[config.mk]
export PLATFORM = sky130hd
export DESIGN_NAME = cache_top
export DESIGN_NICKNAME = d
export VERILOG_FILES = /design/src/cache_pkg.sv /design/src/cache_control.sv /design/src/cache_datapath.sv /design/src/cache_top.sv
export SDC_FILE = /design/constraint.sdc
export NUM_CORES = 2
export LEC_CHECK = 0
export BUFFER_PORTS_ARGS = -buffer_cell sky130_fd_sc_hd__buf_2
export CORE_UTILIZATION = 25
export CTS_CLUSTER_DIAMETER = 40
export DETAILED_ROUTE_END_ITERATION = 8
export PLACE_DENSITY = 0.42
export SKIP_CTS_REPAIR_TIMING = 1
export SLEW_MARGIN = 20
export SYNTH_ARGS = -nofsm -noshare
export SYNTH_HDL_FRONTEND = slang
export SYNTH_MEMORY_MAX_BITS = 65536
export SYNTH_SLANG_ARGS = --single-unit
[constraint.sdc]
create_clock -name clk -period 5.2 [get_ports clk]
set_input_delay 0.52 -clock clk [delete_from_list [all_inputs] [get_ports clk]]
set_output_delay 0.52 -clock clk [all_outputs]
set_load 0.01 [all_outputs]
[src/cache_pkg.sv]
package cache_pkg;

    // Cache geometry
    localparam int NUM_WAYS       = 2;
    localparam int NUM_SETS       = 8;
    localparam int WORDS_PER_LINE = 8;

    localparam int DATA_BITS   = 32;                           // CPU word width
    localparam int OFFSET_BITS = 2;                            // Byte offset within a word
    localparam int WAY_BITS    = $clog2(NUM_WAYS);
    localparam int INDEX_BITS  = $clog2(NUM_SETS);
    localparam int WORD_BITS   = $clog2(WORDS_PER_LINE);
    localparam int TAG_BITS    = 32 - INDEX_BITS - WORD_BITS - OFFSET_BITS;

    // Byte address as the cache sees it
    typedef struct packed {
        logic [TAG_BITS-1:0]    tag;
        logic [INDEX_BITS-1:0]  index;
        logic [WORD_BITS-1:0]   word;                          // Word within the line
        logic [OFFSET_BITS-1:0] byte_off;                      // Always zero on the memory side
    } cache_addr_t;

    // One line as moved to and from physical memory
    typedef logic [WORDS_PER_LINE-1:0][DATA_BITS-1:0] cache_line_t;

    // Strobes from the controller to the datapath
    typedef struct packed {
        logic load_word;                                       // Store the CPU word in the hit way
        logic load_line;                                       // Fill the victim way from memory
        logic load_lru;                                        // Mark the hit way as recently used
        logic address_sel;                                     // 0 selects CPU line, 1 the victim line
    } cache_ctrl_t;

    // Status from the datapath back to the controller
    typedef struct packed {
        logic hit;                                             // Address matches a valid way
        logic dirty;                                           // Victim way is valid and dirty
    } cache_status_t;

endpackage

[src/cache_control.sv]
`timescale 1ns/1ps

module cache_control import cache_pkg::*; (
    input  logic          clk,
    input  logic          rst,
    input  logic          mem_read,
    input  logic          mem_write,
    input  logic          pmem_resp,
    input  cache_status_t status,
    output cache_ctrl_t   ctrl,
    output logic          mem_resp,
    output logic          pmem_read,
    output logic          pmem_write
);

    typedef enum logic [1:0] {
        IDLE,                                                  // Compare tags and answer hits
        WRITE_BACK,                                            // Victim line goes out to memory
        FILL,                                                  // Missing line comes in from memory
        SETTLE                                                 // Let the new line show up as a hit
    } state_t;

    state_t state;
    state_t next_state;
    logic   request;

    assign request = mem_read || mem_write;

    always_ff @(posedge clk) begin
        if (rst) begin
            state <= IDLE;
        end else begin
            state <= next_state;
        end
    end

    // Strobes per state
    always_comb begin
        ctrl       = '0;
        mem_resp   = 1'b0;
        pmem_read  = 1'b0;
        pmem_write = 1'b0;

        unique case (state)
            IDLE: begin
                if (request && status.hit) begin
                    mem_resp      = 1'b1;                      // Hits are answered in the same cycle
                    ctrl.load_lru = 1'b1;
                    if (mem_write) begin
                        ctrl.load_word = 1'b1;                 // Word lands and the way turns dirty
                    end
                end
            end

            WRITE_BACK: begin
                ctrl.address_sel = 1'b1;                       // Memory sees the victim's own address
                pmem_write       = 1'b1;
            end

            FILL: begin
                // The victim is rewritten every cycle here, the pmem_resp edge leaves the real line
                pmem_read      = 1'b1;
                ctrl.load_line = 1'b1;
            end

            SETTLE: begin
                // No strobes while the filled line propagates to the tag compare
            end

            default: begin
            end
        endcase
    end

    // Next state
    always_comb begin
        next_state = state;

        unique case (state)
            IDLE: begin
                if (request && !status.hit) begin
                    if (status.dirty) begin
                        next_state = WRITE_BACK;               // Save the victim before replacing it
                    end else begin
                        next_state = FILL;
                    end
                end
            end

            WRITE_BACK: begin
                if (pmem_resp) begin
                    next_state = FILL;
                end
            end

            FILL: begin
                if (pmem_resp) begin
                    next_state = SETTLE;
                end
            end

            SETTLE: begin
                if (!pmem_resp) begin
                    next_state = IDLE;                         // Request is retried as a hit
                end
            end

            default: begin
                next_state = IDLE;
            end
        endcase
    end

endmodule

[src/cache_datapath.sv]
`timescale 1ns/1ps

module cache_datapath import cache_pkg::*; (
    input  logic                 clk,
    input  logic                 rst,
    input  cache_ctrl_t          ctrl,
    input  cache_addr_t          mem_address,
    input  logic [DATA_BITS-1:0] mem_wdata,
    input  cache_line_t          pmem_rdata,
    output cache_status_t        status,
    output logic [DATA_BITS-1:0] mem_rdata,
    output cache_addr_t          pmem_address,
    output cache_line_t          pmem_wdata
);

    // Storage arrays
    logic [TAG_BITS-1:0] tags  [NUM_SETS][NUM_WAYS];
    cache_line_t         data  [NUM_SETS][NUM_WAYS];
    logic [NUM_WAYS-1:0] valid [NUM_SETS];
    logic [NUM_WAYS-1:0] dirty [NUM_SETS];
    logic [WAY_BITS-1:0] lru   [NUM_SETS];                     // Number of the least recently used way

    logic [INDEX_BITS-1:0] idx;
    logic [NUM_WAYS-1:0]   hit_vec;
    logic [WAY_BITS-1:0]   hit_way;
    logic [WAY_BITS-1:0]   victim;

    assign idx    = mem_address.index;
    assign victim = lru[idx];                                  // Way 0 after reset

    // Tag compare across the ways of the selected set
    always_comb begin
        hit_vec = '0;
        hit_way = '0;
        for (int w = 0; w < NUM_WAYS; w++) begin
            hit_vec[w] = valid[idx][w] && (tags[idx][w] == mem_address.tag);
            if (hit_vec[w]) begin
                hit_way = WAY_BITS'(w);
            end
        end
    end

    assign status.hit   = |hit_vec;
    assign status.dirty = valid[idx][victim] && dirty[idx][victim];

    // Read word comes from the hit way, only meaningful on a hit
    assign mem_rdata = data[idx][hit_way][mem_address.word];

    // Line aligned memory address, from the CPU or from the victim's stored tag
    always_comb begin
        pmem_address       = '0;
        pmem_address.index = idx;
        if (ctrl.address_sel) begin
            pmem_address.tag = tags[idx][victim];
        end else begin
            pmem_address.tag = mem_address.tag;
        end
    end

    assign pmem_wdata = data[idx][victim];                     // Victim line for write-back

    // Tag and data storage
    always_ff @(posedge clk) begin
        if (ctrl.load_line) begin
            data[idx][victim] <= pmem_rdata;
            tags[idx][victim] <= mem_address.tag;
        end else if (ctrl.load_word) begin
            data[idx][hit_way][mem_address.word] <= mem_wdata;
        end
    end

    // Valid, dirty and LRU state
    always_ff @(posedge clk) begin
        if (rst) begin
            for (int s = 0; s < NUM_SETS; s++) begin
                valid[s] <= '0;
                dirty[s] <= '0;
                lru[s]   <= '0;
            end
        end else begin
            if (ctrl.load_line) begin
                valid[idx][victim] <= 1'b1;                    // Freshly filled line is clean
                dirty[idx][victim] <= 1'b0;
            end else if (ctrl.load_word) begin
                dirty[idx][hit_way] <= 1'b1;
            end

            if (ctrl.load_lru) begin
                lru[idx] <= ~hit_way;                          // The other way becomes the victim
            end
        end
    end

endmodule

[src/cache_top.sv]
`timescale 1ns/1ps

module cache_top import cache_pkg::*; (
    input  logic                 clk,
    input  logic                 rst,

    // CPU side
    input  logic                 mem_read,
    input  logic                 mem_write,
    input  cache_addr_t          mem_address,
    input  logic [DATA_BITS-1:0] mem_wdata,
    output logic [DATA_BITS-1:0] mem_rdata,
    output logic                 mem_resp,

    // Physical memory side
    input  cache_line_t          pmem_rdata,
    input  logic                 pmem_resp,
    output logic                 pmem_read,
    output logic                 pmem_write,
    output cache_addr_t          pmem_address,
    output cache_line_t          pmem_wdata
);

    cache_ctrl_t   ctrl;
    cache_status_t status;

    cache_control control (
        .clk        (clk),
        .rst        (rst),
        .mem_read   (mem_read),
        .mem_write  (mem_write),
        .pmem_resp  (pmem_resp),
        .status     (status),
        .ctrl       (ctrl),
        .mem_resp   (mem_resp),
        .pmem_read  (pmem_read),
        .pmem_write (pmem_write)
    );

    cache_datapath datapath (
        .clk          (clk),
        .rst          (rst),
        .ctrl         (ctrl),
        .mem_address  (mem_address),
        .mem_wdata    (mem_wdata),
        .pmem_rdata   (pmem_rdata),
        .status       (status),
        .mem_rdata    (mem_rdata),
        .pmem_address (pmem_address),
        .pmem_wdata   (pmem_wdata)
    );

endmodule

==> reports/qor.yml <==
synth_cell_type_count: 96
synthArstFlopShare: 0
synth_ff_type: "edfxtp_1"
violations: "negative setup slack"
cp.depth: 16
grt.total_usage: 0.2364
worst-path-buf-inv: 7
cp.required_ns: 4.68
globalplace.congestion: 0.9097
wl_um: 908600
grt_setup_unrepaired: "yes"
tns_ns: -18.97
dr.pass1.iters: 8
clock-sinks: 4522
placedInstanceArea_um2: 212400
grt_max_degree: 79
cts_made_buffers: 713
core_area_um2: 727200
r2r_cells: 12
ant_nets: 0
syn_area_um2: 182700
avgSynthCellArea_um2: 16.76
maxCapViolations: 0
outcome: "finished with violations"
cts.clk_slew.worst_paths_ns: 0.05
drc: 0
worstMarginPinSlew_ns: 1.212
leakagePower_uw: 0.08096
drtIter0Drc: 18123
critPathMaxFanout: 8
yosysWarnings: 0
num_vias: 124330
swShare: 0.2614
synth_edf_count: 4504
slew_viol_final: 0
p_seq_frac: 0.405
final_area_um2: 241300
crit_path_start_kind: "flip-flop"
slew_headroom: 0.1921
clk_latency_ns: 1.18
p_switching_uw: 26660
setup_viol_count_final: 34
layout_common_cells: "edfxtp_1 (4504), a22oi_1 (1048), buf_4 (975), clkbuf_16 (721), nor2_1 (647)"
path_delay_family: "simple AND/OR/NAND/NOR gates"
portBuffers: 640
cp.arrival_ns: 5.41
peakVddDrop_mv: 0.3979
fmaxAchievable_ghz: 0.1686
die_area_um2: 734000
finalCriticalPeriod_ns: 5.931
yosysSeqAreaShare: 0.7425
finClkSkew_ns: 0.1228
setup_ws_ns: -0.7306
final_util: 0.3318
io_pins: 648
root_buffer: "clkbuf_16"
period_share: 1.141
totalPowerFinal_uw: 102000
htreeDepth: 6
dp_hpwl_um: 634500
hp-class: "in2reg"
p_int_uw: 75350
wl_per_cell_um: 38.62
final_common_cell: "edfxtp_1"
critPathMaxStageDelay_ns: 0.61
via_per_inst: 5.285
finalHoldViolations: 0
fin_nets: 13523
fp.dieW_um: 856.8
crit_type: "reg2out"
grt_pass1_wl_um: 1166000
power_density_nw_per_um2: 422.8
whs_path_depth: 2
drive_gt1_frac: 0.3204
grt_pass1_vias: 114534
path_cells: "mux2_2 > o22ai_1 > buf_4 > or3_1 > nand4_1 > nor4_4 > buf_12 > and4_4 > buf_12 > buf_12 > buf_12 > mux2i_2 > o2111ai_4 > or4_4 > buf_4 > buf_2"
clock_path_buffers: 4
dieHeight_um: 856.8
antenna_found_initial: 202
fill_cells: 70339
crit_top_cell: "buf_12"
ys_seq_elements: 4522
syn_inst: 10899
rows: 313
cp-end-kind: "primary output"
start_util: 0.2512
pwr-share-comb: 0.110
grt.overflow.total: 0
cts_tree: "done"
cp_slowest_cell: "or4_4"
clkPwrFrac: 0.485
syn_to_final_growth_pct: 32.09
timing.hold.ws_ns: 0.01991
-- layer usage --
layer	global-route usage	routed length [um]	share of wire	vias to the layer above
met5	0	432	0.00048	-
met2	0.3699	410300	0.45	7083
met3	0.04966	81110	0.089	1344
met4	0.08883	40840	0.045	66
met1	0.3227	375900	0.41	66582
li1	-	-	-	49255
-- layout make-up --
type	count	area, um2	area share
clock inverters	514	6528	0.02705
multi-input cells	5548	44940	0.1863
well taps	9607	12020	0.04982
diodes	117	292.8	0.001213
repair buffers	2386	23440	0.09715
inverters	22	95.09	0.0003941
clock buffers	808	18350	0.07604
flip-flops and latches	4522	135600	0.5621
-- final timing paths --
kind,startpoint,end,slack (ns)
hold / removal,pmem_rdata[208],datapath.data[3][464],0.02
hold reg to reg,datapath.valid[5][1],datapath.valid[5][1],0.46
setup / recovery,datapath.tags[6][8],mem_rdata[26],-0.73
setup reg to reg,datapath.tags[6][1],datapath.data[7][480],0.61
-- sequential cells by signal (all words and copies together), names as in the netlist --
register / flops
datapath.data: 4096
datapath.valid: 16
control.state: 2
datapath.lru: 8
datapath.dirty: 16
datapath.tags: 384
-- cells by family (layout without fill, tap and decap cells) --
logic type / count (synthesis) / after routing / share of synthesized area
mux: 1411 / 1411 / 0.09196
xor+xnor: 27 / 27 / 0.001295
other cells: 1 / 122 / 0.00002053
simple gates: 1657 / 1657 / 0.04319
buf+inv: 833 / 3730 / 0.02406
fa+ha+maj: 5 / 5 / 0.0003425
compound gates: 2443 / 2443 / 0.09668
flops: 4522 / 4522 / 0.7425
-- cells in the mapped netlist (12+ instances only) --
master,instances,area (um2)
edfxtp_1,4504,135200
a22oi_1,1050,7883
nor2_1,730,2740
mux2i_1,568,5685
mux2_2,523,5889
a21oi_1,371,1857
nand2_1,323,1212
clkbuf_1,311,1167
a221oi_1,276,2417
buf_2,252,1261
o21ai_0,247,1236
mux2_4,242,3633
nand4_1,166,1039
nand3_1,138,690.7
buf_1,120,450.4
a22o_1,109,954.7
a221o_1,70,700.7
a222oi_1,67,670.6
and3_1,65,406.6
mux4_2,62,1396
nor3_1,61,305.3
o22ai_1,53,331.6
buf_4,50,375.4
a31oi_1,43,269.0
and4_1,43,376.6
buf_6,29,326.6
buf_12,25,500.5
inv_1,20,75.07
dlygate4sd1_1,19,166.4
or3_1,19,118.9
a21boi_0,18,135.1
dfxtp_1,18,360.4
o2111ai_1,18,157.7
o211ai_1,17,127.6
o21bai_1,17,127.6
mux2_1,15,168.9
or4_1,15,112.6
xnor2_1,15,131.4
and2_1,14,87.58
nand2b_1,13,81.33
o22a_1,13,113.9
xor2_1,12,105.1
-- per-stage QoR --
step / worst slack (ns) / std cells
floorplan: 0.03037 / 10903
global placement: -1.029 / 21796
detailed placement: -0.6596 / 21796
CTS: -1.369 / 23118
global route: -0.8251 / 23434
finish: -0.7306 / 23524
-- power by group through the flow --
| stage | combinational, uW | clock [uW] | sequential [uW] |
|---|---|---|---|
| 2_1_floorplan | 3680 | 0 | 42100 |
| 3_3_place_gp | 10700 | 0 | 42100 |
| 3_5_place_dp | 10700 | 0 | 42100 |
| 4_1_cts | 10700 | 49900 | 41400 |
| 5_1_grt | 11300 | 51300 | 41400 |
| 6_report | 11200 | 49400 | 41400 |
No activity file was read; power rests on OpenSTA's default activity.
